## config.mk

```make
export PLATFORM = sky130hd
export DESIGN_NAME = toy_correlator
export DESIGN_NICKNAME = d
export VERILOG_FILES = /design/src/common/corr_pkg.sv /design/src/common/corr_feed_if.sv /design/src/common/vis_stream_if.sv /design/src/hw/correlator/sample_buffer.sv /design/src/hw/correlator/baseline_correlator.sv /design/src/hw/correlator/vis_accumulator.sv /design/src/hw/output/vis_fifo.sv /design/src/hw/output/byte_serializer.sv /design/src/hw/toy_correlator.sv
export SDC_FILE = /design/constraint.sdc
export NUM_CORES = 1
export LEC_CHECK = 0
export BUFFER_PORTS_ARGS = -buffer_cell sky130_fd_sc_hd__clkbuf_2
export CORE_MARGIN = 1
export CORE_UTILIZATION = 60
export CTS_CLUSTER_SIZE = 25
export DETAILED_ROUTE_END_ITERATION = 16
export PLACE_DENSITY = 0.76
export SYNTH_ARGS = -nofsm -noshare
export SYNTH_HDL_FRONTEND = slang
export SYNTH_SLANG_ARGS = --single-unit
export TNS_END_PERCENT = 30
```

## constraint.sdc

```tcl
create_clock -name vis_clock -period 8.6 [get_ports vis_clock]
set_clock_uncertainty 0.15 [all_clocks]
set_input_delay 0.86 -clock vis_clock [delete_from_list [all_inputs] [get_ports vis_clock]]
set_output_delay 0.86 -clock vis_clock [all_outputs]
set_load 0.01 [all_outputs]
```

## src/common/corr_pkg.sv

```systemverilog
`default_nettype none

package corr_pkg;

  // Array geometry
  localparam int N_ANT     = 4;
  localparam int N_BASE    = 6;  // N_ANT * (N_ANT - 1) / 2
  localparam int ANT_BITS  = 2;
  localparam int BASE_BITS = 3;

  // Output word layout
  localparam int ACCUM     = 32;
  localparam int WORD_BITS = 2 * ACCUM;  // {re, im}

  // Antenna pairs in baseline order
  localparam logic [ANT_BITS-1:0] BASE_A [N_BASE] = '{
    2'd0, 2'd0, 2'd0, 2'd1, 2'd1, 2'd2
  };
  localparam logic [ANT_BITS-1:0] BASE_B [N_BASE] = '{
    2'd1, 2'd2, 2'd3, 2'd2, 2'd3, 2'd3
  };

  // Sample buffer FSM
  typedef enum logic {
    FILL,
    REPLAY
  } buf_state_e;

endpackage

`default_nettype wire

```

## src/common/corr_feed_if.sv

```systemverilog
`timescale 1ns/1ps
`default_nettype none

// Replayed sample pairs for one baseline pass at a time
interface corr_feed_if;

  logic                           valid;
  logic                           first;  // First sample of a pass
  logic                           last;   // Last sample of a pass
  logic [corr_pkg::BASE_BITS-1:0] baseline;
  logic                           a_i;
  logic                           a_q;
  logic                           b_i;
  logic                           b_q;

  modport source (output valid, first, last, baseline, a_i, a_q, b_i, b_q);
  modport sink   (input  valid, first, last, baseline, a_i, a_q, b_i, b_q);

endinterface

`default_nettype wire

```

## src/common/vis_stream_if.sv

```systemverilog
`timescale 1ns/1ps
`default_nettype none

// Per-baseline partial visibilities
interface vis_stream_if #(
  parameter int PSUM_W = 6
);

  logic                           valid;
  logic [corr_pkg::BASE_BITS-1:0] baseline;
  logic                           block_first;  // First block of a frame
  logic                           block_last;   // Last block of a frame
  logic signed [PSUM_W-1:0]       re;
  logic signed [PSUM_W-1:0]       im;

  modport source (output valid, baseline, block_first, block_last, re, im);
  modport sink   (input  valid, baseline, block_first, block_last, re, im);

endinterface

`default_nettype wire

```

## src/hw/correlator/sample_buffer.sv

```systemverilog
`timescale 1ns/1ps
`default_nettype none

module sample_buffer #(
  parameter int COUNT = 8
) (
  input  logic                       vis_clock,
  input  logic                       vis_reset,
  input  logic                       sig_valid_i,
  input  logic [corr_pkg::N_ANT-1:0] sig_idata_i,
  input  logic [corr_pkg::N_ANT-1:0] sig_qdata_i,
  output logic                       start_o,
  output logic                       frame_o,
  corr_feed_if.source                feed
);

  localparam int ADDR_W = (COUNT > 1) ? $clog2(COUNT) : 1;

  logic [corr_pkg::N_ANT-1:0] mem_i [2][COUNT];
  logic [corr_pkg::N_ANT-1:0] mem_q [2][COUNT];

  corr_pkg::buf_state_e           state;
  logic                           wr_bank;
  logic [ADDR_W-1:0]              wr_addr;
  logic                           rd_bank;
  logic [ADDR_W-1:0]              rd_addr;
  logic [corr_pkg::BASE_BITS-1:0] rd_base;
  logic                           block_done;
  logic                           pass_end;
  logic [corr_pkg::N_ANT-1:0]     rd_i;
  logic [corr_pkg::N_ANT-1:0]     rd_q;
  logic [corr_pkg::ANT_BITS-1:0]  ant_a;
  logic [corr_pkg::ANT_BITS-1:0]  ant_b;

  assign block_done = sig_valid_i && (wr_addr == ADDR_W'(COUNT - 1));
  assign pass_end   = (rd_addr == ADDR_W'(COUNT - 1));

  // Sample store writes only the fill bank
  always_ff @(posedge vis_clock) begin
    if (sig_valid_i) begin
      mem_i[wr_bank][wr_addr] <= sig_idata_i;
      mem_q[wr_bank][wr_addr] <= sig_qdata_i;
    end
  end

  always_ff @(posedge vis_clock) begin
    if (vis_reset) begin
      state   <= corr_pkg::FILL;
      wr_bank <= 1'b0;
      wr_addr <= '0;
      rd_bank <= 1'b0;
      rd_addr <= '0;
      rd_base <= '0;
    end else begin
      if (sig_valid_i) begin
        wr_addr <= block_done ? '0 : wr_addr + 1'b1;
      end
      if (state == corr_pkg::REPLAY) begin
        if (pass_end) begin
          rd_addr <= '0;
          rd_base <= rd_base + 1'b1;  // Next baseline
          if (rd_base == corr_pkg::BASE_BITS'(corr_pkg::N_BASE - 1)) begin
            state <= corr_pkg::FILL;
          end
        end else begin
          rd_addr <= rd_addr + 1'b1;
        end
      end
      // A full bank wins over the end of the previous replay
      if (block_done) begin
        wr_bank <= ~wr_bank;
        rd_bank <= wr_bank;
        rd_addr <= '0;
        rd_base <= '0;
        state   <= corr_pkg::REPLAY;
      end
    end
  end

  // Status goes high with the first replay beat
  always_ff @(posedge vis_clock) begin
    if (vis_reset) begin
      start_o <= 1'b0;
      frame_o <= 1'b0;
    end else begin
      start_o <= block_done && !frame_o;
      if (block_done) begin
        frame_o <= 1'b1;
      end
    end
  end

  assign rd_i  = mem_i[rd_bank][rd_addr];
  assign rd_q  = mem_q[rd_bank][rd_addr];
  assign ant_a = corr_pkg::BASE_A[rd_base];
  assign ant_b = corr_pkg::BASE_B[rd_base];

  assign feed.valid    = (state == corr_pkg::REPLAY);
  assign feed.first    = (rd_addr == '0);
  assign feed.last     = pass_end;
  assign feed.baseline = rd_base;
  assign feed.a_i      = rd_i[ant_a];
  assign feed.a_q      = rd_q[ant_a];
  assign feed.b_i      = rd_i[ant_b];
  assign feed.b_q      = rd_q[ant_b];

endmodule

`default_nettype wire

```

## src/hw/correlator/baseline_correlator.sv

```systemverilog
`timescale 1ns/1ps
`default_nettype none

module baseline_correlator #(
  parameter int COUNT      = 8,
  parameter int ACC_BLOCKS = 4
) (
  input  logic         vis_clock,
  input  logic         vis_reset,
  corr_feed_if.sink    feed,
  vis_stream_if.source vis
);

  localparam int PSUM_W = $clog2(COUNT) + 3;  // Holds +/-2*COUNT
  localparam int BLK_W  = (ACC_BLOCKS > 1) ? $clog2(ACC_BLOCKS) : 1;

  logic signed [1:0]        p_ii;
  logic signed [1:0]        p_qq;
  logic signed [1:0]        p_qi;
  logic signed [1:0]        p_iq;
  logic signed [PSUM_W-1:0] c_re;
  logic signed [PSUM_W-1:0] c_im;
  logic signed [PSUM_W-1:0] sum_re;
  logic signed [PSUM_W-1:0] sum_im;
  logic signed [PSUM_W-1:0] nxt_re;
  logic signed [PSUM_W-1:0] nxt_im;
  logic [BLK_W-1:0]         blk_cnt;
  logic                     emit;

  // Equal sign bits give a product of +1
  function automatic logic signed [1:0] sign_mul(input logic x, input logic y);
    return (x == y) ? 2'sb01 : 2'sb11;
  endfunction

  assign p_ii = sign_mul(feed.a_i, feed.b_i);
  assign p_qq = sign_mul(feed.a_q, feed.b_q);
  assign p_qi = sign_mul(feed.a_q, feed.b_i);
  assign p_iq = sign_mul(feed.a_i, feed.b_q);

  assign c_re = p_ii + p_qq;
  assign c_im = p_qi - p_iq;

  assign nxt_re = feed.first ? c_re : sum_re + c_re;  // Restart on first
  assign nxt_im = feed.first ? c_im : sum_im + c_im;
  assign emit   = feed.valid && feed.last;

  always_ff @(posedge vis_clock) begin
    if (feed.valid) begin
      sum_re <= nxt_re;
      sum_im <= nxt_im;
    end
  end

  always_ff @(posedge vis_clock) begin
    if (vis_reset) begin
      vis.valid <= 1'b0;
      blk_cnt   <= '0;
    end else begin
      vis.valid <= emit;
      // Block ends with the last baseline pass
      if (emit && feed.baseline == corr_pkg::BASE_BITS'(corr_pkg::N_BASE - 1)) begin
        blk_cnt <= (blk_cnt == BLK_W'(ACC_BLOCKS - 1)) ? '0 : blk_cnt + 1'b1;
      end
    end
  end

  always_ff @(posedge vis_clock) begin
    if (emit) begin
      vis.re          <= nxt_re;
      vis.im          <= nxt_im;
      vis.baseline    <= feed.baseline;
      vis.block_first <= (blk_cnt == '0);
      vis.block_last  <= (blk_cnt == BLK_W'(ACC_BLOCKS - 1));
    end
  end

endmodule

`default_nettype wire

```

## src/hw/correlator/vis_accumulator.sv

```systemverilog
`timescale 1ns/1ps
`default_nettype none

module vis_accumulator #(
  parameter int COUNT = 8
) (
  input  logic                           vis_clock,
  input  logic                           vis_reset,
  vis_stream_if.sink                     vis,
  output logic                           wr_o,
  output logic [corr_pkg::WORD_BITS-1:0] word_o,
  output logic                           last_o
);

  localparam int PSUM_W = $clog2(COUNT) + 3;
  localparam int EXT_W  = corr_pkg::ACCUM - PSUM_W;

  // One pair of accumulators per baseline
  logic signed [corr_pkg::ACCUM-1:0] acc_re [corr_pkg::N_BASE];
  logic signed [corr_pkg::ACCUM-1:0] acc_im [corr_pkg::N_BASE];

  logic signed [corr_pkg::ACCUM-1:0] ext_re;
  logic signed [corr_pkg::ACCUM-1:0] ext_im;
  logic signed [corr_pkg::ACCUM-1:0] nxt_re;
  logic signed [corr_pkg::ACCUM-1:0] nxt_im;
  logic                              done;

  assign ext_re = {{EXT_W{vis.re[PSUM_W-1]}}, vis.re};
  assign ext_im = {{EXT_W{vis.im[PSUM_W-1]}}, vis.im};

  // Load on the first block of a frame, add otherwise
  assign nxt_re = vis.block_first ? ext_re : acc_re[vis.baseline] + ext_re;
  assign nxt_im = vis.block_first ? ext_im : acc_im[vis.baseline] + ext_im;
  assign done   = vis.valid && vis.block_last;

  always_ff @(posedge vis_clock) begin
    if (vis.valid) begin
      acc_re[vis.baseline] <= nxt_re;
      acc_im[vis.baseline] <= nxt_im;
    end
  end

  always_ff @(posedge vis_clock) begin
    if (vis_reset) begin
      wr_o <= 1'b0;
    end else begin
      wr_o <= done;
    end
  end

  always_ff @(posedge vis_clock) begin
    if (done) begin
      word_o <= {nxt_re, nxt_im};  // Real part on top
      last_o <= (vis.baseline == corr_pkg::BASE_BITS'(corr_pkg::N_BASE - 1));
    end
  end

endmodule

`default_nettype wire

```

## src/hw/output/vis_fifo.sv

```systemverilog
`timescale 1ns/1ps
`default_nettype none

module vis_fifo #(
  parameter int FIFO_DEPTH = 8
) (
  input  logic                           vis_clock,
  input  logic                           vis_reset,
  input  logic                           wr_i,
  input  logic [corr_pkg::WORD_BITS-1:0] word_i,
  input  logic                           last_i,
  input  logic                           ready_i,
  output logic                           valid_o,
  output logic [corr_pkg::WORD_BITS-1:0] word_o,
  output logic                           last_o,
  output logic                           overflow_o
);

  localparam int PTR_W = (FIFO_DEPTH > 1) ? $clog2(FIFO_DEPTH) : 1;
  localparam int CNT_W = $clog2(FIFO_DEPTH + 1);

  logic [corr_pkg::WORD_BITS-1:0] mem_word [FIFO_DEPTH];
  logic                           mem_last [FIFO_DEPTH];

  logic [PTR_W-1:0] wr_ptr;
  logic [PTR_W-1:0] rd_ptr;
  logic [CNT_W-1:0] count;
  logic             full;
  logic             push;
  logic             pop;

  // Wraps for any depth, not just powers of two
  function automatic logic [PTR_W-1:0] ptr_next(input logic [PTR_W-1:0] p);
    return (p == PTR_W'(FIFO_DEPTH - 1)) ? '0 : p + 1'b1;
  endfunction

  assign full    = (count == CNT_W'(FIFO_DEPTH));
  assign push    = wr_i && !full;  // Dropped when full
  assign pop     = valid_o && ready_i;
  assign valid_o = (count != '0);
  assign word_o  = mem_word[rd_ptr];
  assign last_o  = mem_last[rd_ptr];

  always_ff @(posedge vis_clock) begin
    if (push) begin
      mem_word[wr_ptr] <= word_i;
      mem_last[wr_ptr] <= last_i;
    end
  end

  always_ff @(posedge vis_clock) begin
    if (vis_reset) begin
      wr_ptr     <= '0;
      rd_ptr     <= '0;
      count      <= '0;
      overflow_o <= 1'b0;
    end else begin
      if (push) begin
        wr_ptr <= ptr_next(wr_ptr);
      end
      if (pop) begin
        rd_ptr <= ptr_next(rd_ptr);
      end
      count <= count + CNT_W'(push) - CNT_W'(pop);
      if (wr_i && full) begin
        overflow_o <= 1'b1;  // Sticky until reset
      end
    end
  end

endmodule

`default_nettype wire

```

## src/hw/output/byte_serializer.sv

```systemverilog
`timescale 1ns/1ps
`default_nettype none

module byte_serializer (
  input  logic                           vis_clock,
  input  logic                           vis_reset,
  input  logic                           valid_i,
  input  logic [corr_pkg::WORD_BITS-1:0] word_i,
  input  logic                           last_i,
  input  logic                           m_tready_i,
  output logic                           ready_o,
  output logic                           m_tvalid_o,
  output logic [7:0]                     m_tdata_o,
  output logic                           m_tlast_o
);

  localparam int N_BYTES = corr_pkg::WORD_BITS / 8;
  localparam int IDX_W   = $clog2(N_BYTES);

  logic                           busy;
  logic [IDX_W-1:0]               byte_idx;
  logic [corr_pkg::WORD_BITS-1:0] shreg;
  logic                           word_last;
  logic                           final_byte;
  logic                           fire;

  assign ready_o    = !busy;  // Takes a word only when idle
  assign fire       = busy && m_tready_i;
  assign final_byte = (byte_idx == IDX_W'(N_BYTES - 1));

  assign m_tvalid_o = busy;
  assign m_tdata_o  = shreg[7:0];  // LSB first
  assign m_tlast_o  = busy && word_last && final_byte;

  always_ff @(posedge vis_clock) begin
    if (vis_reset) begin
      busy     <= 1'b0;
      byte_idx <= '0;
    end else begin
      if (valid_i && ready_o) begin
        busy     <= 1'b1;
        byte_idx <= '0;
      end else if (fire) begin
        byte_idx <= byte_idx + 1'b1;
        if (final_byte) begin
          busy <= 1'b0;
        end
      end
    end
  end

  // Shift register holds still until the byte is taken
  always_ff @(posedge vis_clock) begin
    if (valid_i && ready_o) begin
      shreg     <= word_i;
      word_last <= last_i;
    end else if (fire) begin
      shreg <= shreg >> 8;
    end
  end

endmodule

`default_nettype wire

```

## src/hw/toy_correlator.sv

```systemverilog
`timescale 1ns/1ps
`default_nettype none

module toy_correlator #(
  parameter int COUNT      = 8,  // Samples per block
  parameter int ACC_BLOCKS = 4,  // Blocks per frame
  parameter int FIFO_DEPTH = 8
) (
  input  logic                       vis_clock,
  input  logic                       vis_reset,
  input  logic                       sig_valid_i,
  input  logic [corr_pkg::N_ANT-1:0] sig_idata_i,
  input  logic [corr_pkg::N_ANT-1:0] sig_qdata_i,
  input  logic                       m_tready_i,
  output logic                       vis_start_o,
  output logic                       vis_frame_o,
  output logic                       m_tvalid_o,
  output logic [7:0]                 m_tdata_o,
  output logic                       m_tlast_o,
  output logic                       vis_overflow_o
);

  localparam int PSUM_W = $clog2(COUNT) + 3;

  logic                           acc_wr;
  logic [corr_pkg::WORD_BITS-1:0] acc_word;
  logic                           acc_last;
  logic                           q_valid;
  logic                           q_ready;
  logic [corr_pkg::WORD_BITS-1:0] q_word;
  logic                           q_last;

  corr_feed_if                      feed_if ();
  vis_stream_if #(.PSUM_W(PSUM_W))  vis_if ();

  sample_buffer #(.COUNT(COUNT)) u_buffer (
    .vis_clock   (vis_clock),
    .vis_reset   (vis_reset),
    .sig_valid_i (sig_valid_i),
    .sig_idata_i (sig_idata_i),
    .sig_qdata_i (sig_qdata_i),
    .start_o     (vis_start_o),
    .frame_o     (vis_frame_o),
    .feed        (feed_if.source)
  );

  baseline_correlator #(
    .COUNT      (COUNT),
    .ACC_BLOCKS (ACC_BLOCKS)
  ) u_correlator (
    .vis_clock (vis_clock),
    .vis_reset (vis_reset),
    .feed      (feed_if.sink),
    .vis       (vis_if.source)
  );

  vis_accumulator #(.COUNT(COUNT)) u_accum (
    .vis_clock (vis_clock),
    .vis_reset (vis_reset),
    .vis       (vis_if.sink),
    .wr_o      (acc_wr),
    .word_o    (acc_word),
    .last_o    (acc_last)
  );

  vis_fifo #(.FIFO_DEPTH(FIFO_DEPTH)) u_fifo (
    .vis_clock  (vis_clock),
    .vis_reset  (vis_reset),
    .wr_i       (acc_wr),
    .word_i     (acc_word),
    .last_i     (acc_last),
    .ready_i    (q_ready),
    .valid_o    (q_valid),
    .word_o     (q_word),
    .last_o     (q_last),
    .overflow_o (vis_overflow_o)
  );

  byte_serializer u_serializer (
    .vis_clock  (vis_clock),
    .vis_reset  (vis_reset),
    .valid_i    (q_valid),
    .word_i     (q_word),
    .last_i     (q_last),
    .m_tready_i (m_tready_i),
    .ready_o    (q_ready),
    .m_tvalid_o (m_tvalid_o),
    .m_tdata_o  (m_tdata_o),
    .m_tlast_o  (m_tlast_o)
  );

endmodule

`default_nettype wire

```

# Word-level counts from Yosys, hierarchy flattened
# Memories as Yosys holds them, arrays and structs flattened. A register that Yosys moved wholly into a read port is not among the register bits.
# Index checks and enable logic that the tools add are counted.
[totals] ram_bits=1032 input_bits=12 n_memories=8 rom_bits=32 out_inout_bits=13 wordCells=153 latch_bits=0 reg_bits=191
[memory_table] memory="u_fifo.mem_word" depth=8 word_bits=64 rd=1 rd_ports_with_merged_regs=1 wr=1 line="vis_fifo.sv:22" text="logic [corr_pkg::WORD_BITS-1:0] mem_word [FIFO_DEPTH];"
[memory_table] memory="u_accum.acc_im" depth=6 word_bits=32 rd=1 rd_ports_with_merged_regs=1 wr=1 line="vis_accumulator.sv:20" text="logic signed [corr_pkg::ACCUM-1:0] acc_im [corr_pkg::N_BASE];"
[memory_table] memory="u_accum.acc_re" depth=6 word_bits=32 rd=1 rd_ports_with_merged_regs=1 wr=1 line="vis_accumulator.sv:19" text="logic signed [corr_pkg::ACCUM-1:0] acc_re [corr_pkg::N_BASE];"
[memory_table] memory="u_buffer.mem_i" depth=2 word_bits=32 rd=1 rd_ports_with_merged_regs=1 wr=1 line="sample_buffer.sv:19" text="logic [corr_pkg::N_ANT-1:0] mem_i [2][COUNT];"
[memory_table] memory="u_buffer.mem_q" depth=2 word_bits=32 rd=1 rd_ports_with_merged_regs=1 wr=1 line="sample_buffer.sv:20" text="logic [corr_pkg::N_ANT-1:0] mem_q [2][COUNT];"
[memory_table] memory="(no name shown)" depth=8 word_bits=2 rd=1 rd_ports_with_merged_regs=0 wr=0 line="sample_buffer.sv:95" text="assign ant_a = corr_pkg::BASE_A[rd_base];"
[memory_table] memory="+2 memories"
[op_classes] n_mul=0 magnitude_cmp=6 eq_ne=13 n_shift=0 n_mux=56 add_sub_neg=15 reduce_logical=24 bitwise_logic=4 n_div=0
[ops] operator="two-way mux 64 bit" n=2
[ops] operator="two-way mux 32 bit" n=3
[ops] operator="adder 32 x 6 -> 32 bit" n=2
[ops] operator="binary-select mux 4 bit (select 3 bit)" n=2
[ops] operator="two-way mux 3 bit" n=8
[ops] operator="== test 3 bit (second input constant)" n=7
[ops] operator="two-way mux 1 bit" n=20
[ops] operator="two-way mux 4 bit" n=5
[ops] operator="adder 3 x 1 -> 3 bit (second input constant)" n=6
[ops] operator="two-way mux 2 bit" n=9
[ops] operator="adder 6 bit" n=2
[ops] operator="demux 4 bit (select 3 bit)" n=1
[ops] operator=">= comparator 4 bit (second input constant)" n=3
[ops] operator="logical AND 1 bit" n=12
[ops] operator="two-way mux 6 bit" n=2
[ops] operator="NOT 3 -> 4 bit" n=3
[ops] operator="binary-select mux 1 bit (select 2 bit)" n=4
[ops] operator="less-than comparator 2 x 3 -> 1 bit (second input constant)" n=2
[ops] operator="adder 4 x 1 -> 4 bit" n=1
[ops] operator="== test 1 bit" n=4
[ops] operator="== test 4 bit (second input constant)" n=1
[ops] operator="less-than comparator 4 x 1 -> 1 bit (second input constant)" n=1
[ops] operator="AND reduction 2 bit" n=2
[ops] operator="nonzero test 2 bit" n=2
[ops] operator="11 further kinds" n=14

# Longest topological paths before layout
# Gate-level depths: netlist (run 1).
[depth] word_depth=11 depth_mapped=19 ltp_nobuf=16

# Hierarchy
# A second synthesis (run 1) with hierarchy kept.
[unflattened] hier_cells=2838 hier_area_um2=50607.3
[modules_own_cells] mod="vis_fifo" n_inst=1 seq_area_each_um2=15895.2 area_per_inst_um2=20253.2 cells_each=835
[modules_own_cells] mod="vis_accumulator" n_inst=1 seq_area_each_um2=13503.0 area_per_inst_um2=19887.8 cells_each=1377
[modules_own_cells] mod="sample_buffer" n_inst=1 seq_area_each_um2=4144.0 area_per_inst_um2=5863.1 cells_each=334
[modules_own_cells] mod="byte_serializer" n_inst=1 seq_area_each_um2=2031.9 area_per_inst_um2=2995.4 cells_each=170
[modules_own_cells] mod="baseline_correlator" n_inst=1 seq_area_each_um2=930.9 area_per_inst_um2=1607.8 cells_each=122

# Worst setup path before layout (run 1)
# Ideal clock, no wire load.
[synth_timing] path_type="reg-to-reg" start="register u_fifo.count[2]" end="memory u_fifo.mem_last[0] (enable)" setup_time_ns=0.648 n_path_buf=0 required_time_ns=7.802 stages_incl_launch_ff=6 synth_period_minus_slack_ns=7.724 arrival_time_ns=6.926 slack_ns=0.876 cell_sequence="dfxtp_1 > inv_1 > ha_1 > nand2_1 > nand2_1 > nor4_1"
[synth_via] elab_chain_len=5
[synth_lines] element="start: declaration" line="vis_fifo.sv:27" text="logic [CNT_W-1:0] count;"
[synth_lines] element="start signal: assignment" line="vis_fifo.sv:64" text="count <= count + CNT_W'(push) - CNT_W'(pop);"
[synth_lines] element="== test 4 bit" line="vis_fifo.sv:37" text="assign full = (count == CNT_W'(FIFO_DEPTH));"
[synth_lines] element="logical NOT 1 bit" line="vis_fifo.sv:38" text="assign push = wr_i && !full;"
[synth_lines] element="logical AND 1 bit" line="vis_fifo.sv:38"
[synth_lines] element="two-way mux 1 bit" line="vis_fifo.sv:45" text="if (push) begin"
[synth_lines] element="two-way mux 1 bit (not written as such)" line="vis_fifo.sv:47" text="mem_last[wr_ptr] <= last_i;"
[synth_lines] element="end: declaration" line="vis_fifo.sv:23" text="logic mem_last [FIFO_DEPTH];"
# Every way passes these cells.

==> run_results.csv, run 1 <==
group,metric,value,unit
final_layout,drive_gt1_share,17.5,%
yosys,synth.top_cell.area_share,71.2,%
die,initial_core_util,60.9,%
die,core-area,82500,um^2
cts,cts_hold_buf,0,
final_layout,layout_commonest_cell,"edfxtp_1",
cts,htree_levels,3,
critical_path,crit_path_max_fanout,52,
global_routing,antenna_found_initial,2,
die,ios,25,
drt,drtIter0Drc,2276,
final_layout,fin_area,55600,um^2
yosys,syn_nets,2884,
critical_path,crit_path_start_kind,"flop",
yosys,synth_top_cell_by_area,"edfxtp_1",
final_layout,syn2layout_area_growth,10.7,%
drt,remaining_drc_errors,0,
cts,cts_sinks,1231,
sta,post-route-worst-setup-slack,2880,ps
sta,hold_violations,0,
global_routing,grt_pass1_wl,155000,um
cts,numCtsBuffers,117,
power,power_density,249,nW/um^2
die,die-height,291,um
drt,ant_nets,0,
drt,vias_per_cell,6.36,
global_routing,grt.total_usage,24.2,%
critical_path,end_kind,"flop",
yosys,async_reset_ff_share,0,%
critical_path,required,8840,ps
sta,min_period,5720,ps
drt,wl_per_cell,25.3,um
die,dieArea,84900,um^2
die,die_w,291,um
cts,cts.clk_slew.worst_paths,60,ps
yosys,synthCells,2771,
sta,setup_viol_count_final,0,
final_layout,finalNetCount,2942,
hold_path,hold_path.class,"flop to flop",
power,ir_drop,0.214,mV
yosys,synthTopCellsByArea,"edfxtp_1 (71%), mux4_2 (9.5%), mux2i_1 (2.7%), ha_1 (2.4%), a21oi_1 (2.0%)",
drt,num_vias,25500,
critical_path,arrival,5960,ps
final_layout,final_cell_mix,"edfxtp_1 (1,191), mux4_2 (212), nor2_1 (200), a21oi_1 (198), mux2i_1 (136)",
cts,postCtsSetupRepairBufs,0,
placement,hpwlAfterDp,56700,um
yosys,yosys_register_bits,1231,
drt,wl,101000,um
die,fp-row-count,105,
job,cap_viol_max_count,0,
cts,ctsRootBufferMaster,"clkbuf_16",
yosys,syn_avg_cell_area,18.1,um^2
sta,grt_setup_unrepaired,"false",
drt,drt-pass1-iter-count,5,
sta,finalCritPeriodShare,66.5,%
placement,port_buffers,24,
global_routing,grt_pass1_vias,26200,
yosys,yosys.cell_types.count,72,
placement,place_ws,3020,ps
cts,clock_latency,700,ps
sta,drv_slew,0,
yosys,synth-edff-count,1191,
placement,gp_congestion,0.941,
yosys,synth_flop_cell,"edfxtp_1",
sta,slew_headroom,16.6,%
placement,placed_area,51500,um^2
yosys,yosysSeqAreaShare,72.8,%
yosys,synth_area,50300,um^2
critical_path,reg2reg_to,"u_accum.acc_im[4][26]$_DFFE_PP_",
sta,max_slew.worst_pin.slew,1240,ps
power,power.leakage,18.1,nW
cts,cts_tree,"built",
final_layout,fill_cells,5116,
sta,fmax,0.175,GHz
critical_path,reg2reg_slack,2880,ps
critical_path,reg2reg_depth,13,
sta,tns,0,ps
sta,whs,305,ps
yosys,yosys_warnings,0,
outcome,outcome,"finished clean",
global_routing,grt_overflow,0,
critical_path,crit_type,"flop to flop",
critical_path,endpoint,"u_accum.acc_im[4][26]$_DFFE_PP_",
cts,cts_resized,0,
cts,cts_buffer_depth,3,
global_routing,grt_max_degree,92,
flip-flops by register name, indices dropped and copies added, names as in the netlist, 4 cells and up, named ones only:
| signal | count |
|---|---|
| u_buffer.mem_i | 64 |
| u_serializer.shreg | 64 |
| u_accum.acc_re | 192 |
| u_accum.word_o | 64 |
| u_fifo.count | 4 |
| u_fifo.mem_word | 512 |
| u_correlator.vis.im | 6 |
| u_buffer.mem_q | 64 |
| u_correlator.sum_im | 6 |
| u_accum.acc_im | 192 |
| u_fifo.mem_last | 8 |
| u_correlator.vis.re | 6 |
| u_correlator.sum_re | 6 |
worst max-delay path, stage by stage, from the launching register on:
cell      delay (ps)
dfxtp_4         1000
buf_4            640
mux4_2           600
nor2_1           120
a21oi_1           80
fa_1             470
a211oi_1         320
o21bai_1         160
a211oi_1         360
o21bai_1         220
a22oi_1          400
o21ai_0          180
xnor2_1          160
o21ai_0          490
power by group:
part / internal [mW] / switching [mW] / leakage (nW)
logic: 0.704 / 0.814 / 5.05
clock network: 3.10 / 2.24 / 1.99
registers: 6.82 / 0.191 / 11.1
total: 10.6 / 3.24 / 18.1
routing by layer:
metal	share of wire (%)	global-route usage, %
met5	0	0
met4	1.9	5.78
met3	5.9	3.10
met2	51	41.3
met1	41	33.4
synthesized netlist by cell type, drive strengths merged (23+ instances only):
library cell and instances:
mux2i 136, inv 34, a21o 31, nor2 205, dfxtp 40, nand2 96, mux4 233, ha 96
nand3 23, xnor2 36, o21ai 82, edfxtp 1191, nor3 23, clkbuf 74, a21oi 200, buf 55
cell type report:
type / instances / area [um^2] / area share [%]
flip-flops and latches: 1231 / 36600 / 65.8
diodes: 1 / 2.50 / 0.00450
clock buffers: 135 / 3000 / 5.39
clock inverters: 89 / 1090 / 1.97
inverters: 34 / 130 / 0.234
repair buffers: 68 / 450 / 0.810
multi-input cells: 1377 / 13000 / 23.4
well taps: 1070 / 1340 / 2.41
worst min-delay path by stage:
stage          cells past startpoint  slack (ps)                           from                              endpoint
3_5_place_dp                       1         300  u_buffer.frame_o$_SDFFE_PP0P_           u_buffer.start_o$_SDFF_PP0_
2_1_floorplan                      2         290  u_buffer.rd_bank$_SDFFE_PP0P_                                  flop
5_1_grt                            2         320                     m_tready_i  u_serializer.m_tvalid_o$_SDFFE_PP0P_
3_3_place_gp                       1         290  u_buffer.frame_o$_SDFFE_PP0P_           u_buffer.start_o$_SDFF_PP0_
4_1_cts                            2         280                     m_tready_i  u_serializer.m_tvalid_o$_SDFFE_PP0P_
6_report                           1         300  u_buffer.frame_o$_SDFFE_PP0P_           u_buffer.start_o$_SDFF_PP0_
through the flow:
stage / power [mW] / std cells / util, %
4_1_cts: 14.0 / 4004 / 67.4
3_5_place_dp: 8.65 / 3780 / 62.5
6_report: 13.9 / 4005 / 67.4
5_1_grt: 14.3 / 4004 / 67.4
3_3_place_gp: 8.62 / 3780 / 62.5
2_1_floorplan: 8.27 / 2771 / -
cells by family (layout without fill, tap and decap cells):
kind of cell | Yosys count | in the layout | synth area share (%)
DFF | 1231 | 1231 | 72.8
and+or+nand+nor | 428 | 428 | 3.80
AOI/OAI and AO/OA | 414 | 414 | 4.87
muxes | 376 | 376 | 13.5
buffers and inverters | 163 | 326 | 1.51
adders and majority gates | 101 | 101 | 2.59
xor gates and xnor gates | 58 | 58 | 1.01
other | 0 | 1 | 0
No activity file was read; power rests on OpenSTA's default activity.
==> run 2: changes to the inputs <==
--- a/config.mk
+++ b/config.mk
@@ -5,6 +5,7 @@
 export SDC_FILE = /design/constraint.sdc
 export NUM_CORES = 1
 export LEC_CHECK = 0
+export ABC_AREA = 1
 export BUFFER_PORTS_ARGS = -buffer_cell sky130_fd_sc_hd__clkbuf_2
 export CORE_MARGIN = 1
 export CORE_UTILIZATION = 60
==> constraint.sdc (replaced) <==
create_clock -name vis_clock -period 6 [get_ports vis_clock]
set_clock_uncertainty 0.15 [all_clocks]
set_input_delay 0.6 -clock vis_clock [delete_from_list [all_inputs] [get_ports vis_clock]]
set_output_delay 0.6 -clock vis_clock [all_outputs]
set_load 0.01 [all_outputs]
==> run_results.csv, run 2 <==
group,metric,value,unit
outcome,outcome,"finished clean",
final_layout,layout_commonest_cell,"edfxtp_1",
die,initial_core_util,60.6,%
yosys,yosys_warnings,0,
placement,gp_congestion,0.950,
power,p_clk_share,35.5,%
global_routing,grt_pass1_wl,183000,um
drt,wl_per_cell,21.7,um
sta,hold_violations,0,
yosys,synth_top_family_by_area,"simple AND/OR/NAND/NOR gates",
die,ios,25,
final_layout,postLayoutCoreUtil,66.5,%
yosys,synth.most_common_cell,"edfxtp_1",
drt,vias_per_cell,6.14,
critical_path,crit_type,"flop to flop",
die,die-height,295,um
final_layout,drive_gt1_share,6.71,%
global_routing,grt_max_degree,148,
power,p_switching,5.63,mW
power,seqPwrFrac,48.9,%
cts,clock_latency,710,ps
power,power.leakage,19.9,nW
global_routing,grt_overflow,0,
critical_path,crit_path_max_fanout,19,
drt,wl_met3,8660,um
yosys,syn_nets,4376,
cts,postCtsSetupRepairBufs,0,
yosys,synth-compound-area-share,10.9,%
yosys,yosysSeqAreaShare,70.8,%
cts,cts_buffer_depth,3,
yosys,yosys_register_bits,1231,
cts,cts_sinks,1231,
final_layout,syn2layout_area_growth,9.70,%
drt,met1Wirelength,48300,um
drt,top_layer_used,"met4",
final_layout,largest_reg_flops,512,
job,cap_viol_max_count,0,
global_routing,antenna_found_initial,1,
sta,finalCritPeriodShare,74.5,%
cts,cts_resized,0,
yosys,synth_fa_ha_area_share,2.52,%
critical_path,crit_path_start_kind,"flop",
yosys,synth_xor_area_share,0.271,%
cts,htree_levels,3,
yosys,synthTopCellsByArea,"edfxtp_1 (69%), nand2_1 (5.8%), o21ai_0 (4.1%), nor2_1 (3.9%), ha_1 (2.3%)",
power,power_density,360,nW/um^2
die,core-area,85100,um^2
die,dieArea,87200,um^2
final_layout,fin_area,56600,um^2
power,p_comb_share,15.6,%
yosys,async_reset_ff_share,0,%
cts,cts_hold_buf,0,
yosys,synth_area,51600,um^2
final_layout,regMostFlops,"u_fifo.mem_word",
die,fp-row-count,107,
yosys,synth-simple-area-share,12.2,%
power,netSwitchingFraction,27.6,%
sta,fmax,0.224,GHz
power,power,20.4,mW
drt,ant_nets,0,
critical_path,required,6240,ps
placement,placed_area,52800,um^2
drt,drt-pass1-iter-count,6,
drt,wl,119000,um
power,power.internal,14.8,mW
global_routing,grt.total_usage,27.3,%
sta,drv_slew,0,
sta,grt_setup_unrepaired,"false",
global_routing,grt_pass1_vias,32600,
yosys,synth_flop_cell,"edfxtp_1",
critical_path,arrival,4710,ps
cts,ctsRootBufferMaster,"clkbuf_16",
hold_path,hold_path.class,"primary input to flop",
final_layout,final_cell_mix,"edfxtp_1 (1,191), nand2_1 (796), nor2_1 (516), o21ai_0 (420), nand3_1 (201)",
drt,remaining_drc_errors,0,
sta,min_period,4470,ps
sta,max_slew.worst_pin.slew,1340,ps
power,ir_drop,0.309,mV
drt,routed-wl-met2,58900,um
yosys,syn_avg_cell_area,12.1,um^2
die,die_w,295,um
yosys,synth-edff-count,1191,
drt,drtIter0Drc,3608,
cts,cts_tree,"built",
placement,port_buffers,24,
placement,dpl.cell_count,5266,
yosys,synth_mux_area_share,0,%
placement,hpwlAfterDp,68900,um
yosys,yosys.cell_types.count,39,
final_layout,top_regs,"u_fifo.mem_word (512), u_accum.acc_im (192), u_accum.acc_re (192)",
cts,numCtsBuffers,115,
final_layout,diodes,0,
final_layout,finalNetCount,4352,
sta,tns,0,ps
yosys,ys_top_cells_by_count,"edfxtp_1 (1,191), nand2_1 (797), nor2_1 (530), o21ai_0 (420), nand3_1 (201)",
drt,num_vias,33700,
cts,cts.clk_slew.worst_paths,60,ps
yosys,synth.top_cell.area_share,69.3,%
yosys,synthCells,4263,
sta,slew_headroom,9.75,%
sta,setup_viol_count_final,0,
final_layout,instances_no_fill,5483,
critical_path,end_kind,"flop",
yosys,synth_top_cell_by_area,"edfxtp_1",
## run 2: changes by cell type after synthesis, moves of 68 or more
cell,delta
o221ai_1,+94
inv_1,+134
mux4_2,-212
o22ai_1,+89
nand3_1,+178
nor2_1,+325
mux2i_1,-136
clkbuf_1,+68
o21ai_0,+343
nand2_1,+701
## run 2: cell type report
type                            count  area [um^2]
Fill cell                        5981        28500
Sequential cell                  1231        36600
Clock inverter                     70          744
Multi-Input combinational cell   2628        13500
Inverter                          176          679
Clock buffer                      147         3070
Tap cell                         1144         1430
Timing Repair Buffer               87          631
## run 2: cells by family after synthesis
family / count (synthesis)
AOI/OAI and AO/OA: 929
adders and majority gates: 101
buffers and inverters: 404
DFF: 1231
and+or+nand+nor: 1582
xor gates and xnor gates: 16
## run 2: path summary, 6_finish.rpt
path / startpoint / to / slack, ps / cells after the start
setup reg to reg: u_buffer.rd_addr[1]$_SDFFE_PP0P_ / u_correlator.sum_im[5]$_DFFE_PP_ / 1530 / 18
hold / removal: sig_valid_i / u_buffer.wr_addr[2]$_SDFFE_PP0P_ / 60 / 3
hold reg to reg: u_fifo.overflow_o$_SDFFE_PP0P_ / u_fifo.overflow_o$_SDFFE_PP0P_ / 310 / 2
setup / recovery: u_buffer.rd_addr[1]$_SDFFE_PP0P_ / u_correlator.sum_im[5]$_DFFE_PP_ / 1530 / 18
## run 2: critical path: stages, from the launching register on
cell	delay (ps)
dfxtp_1	910
clkinv_1	710
nand3_1	250
nand3_1	140
nand3_1	140
nand2_1	60
nand2_1	50
nand2_1	80
nand2_1	70
nand2_1	50
ha_1	300
inv_1	50
ha_1	220
fa_1	450
nand3_1	90
nand2_1	70
a21oi_1	110
o21ai_1	90
xnor2_1	140
## run 2: through the flow
step	hold WS, ps	worst slack [ps]
floorplan	284	1730
global placement	285	1730
detailed placement	299	1670
CTS	35.6	1590
global route	93.3	1180
finish	59.8	1530
## run 2: power by group through the flow
stage | clock, mW | combinational [mW] | sequential (mW)
finish | 7.24 | 3.18 | 9.96
CTS | 7.29 | 3.18 | 9.96
floorplan | 0 | 2.25 | 10.1
detailed placement | 0 | 3.15 | 10.1
global placement | 0 | 3.05 | 10.1
global route | 7.61 | 3.49 | 9.98
## run 2: routing by layer
metal  up-vias  global-route usage (%)
li1      15500                       -
met1     16500                    37.0
met2      1453                    46.2
met3       232                    3.38
met4         0                    9.11
met5         -                       0
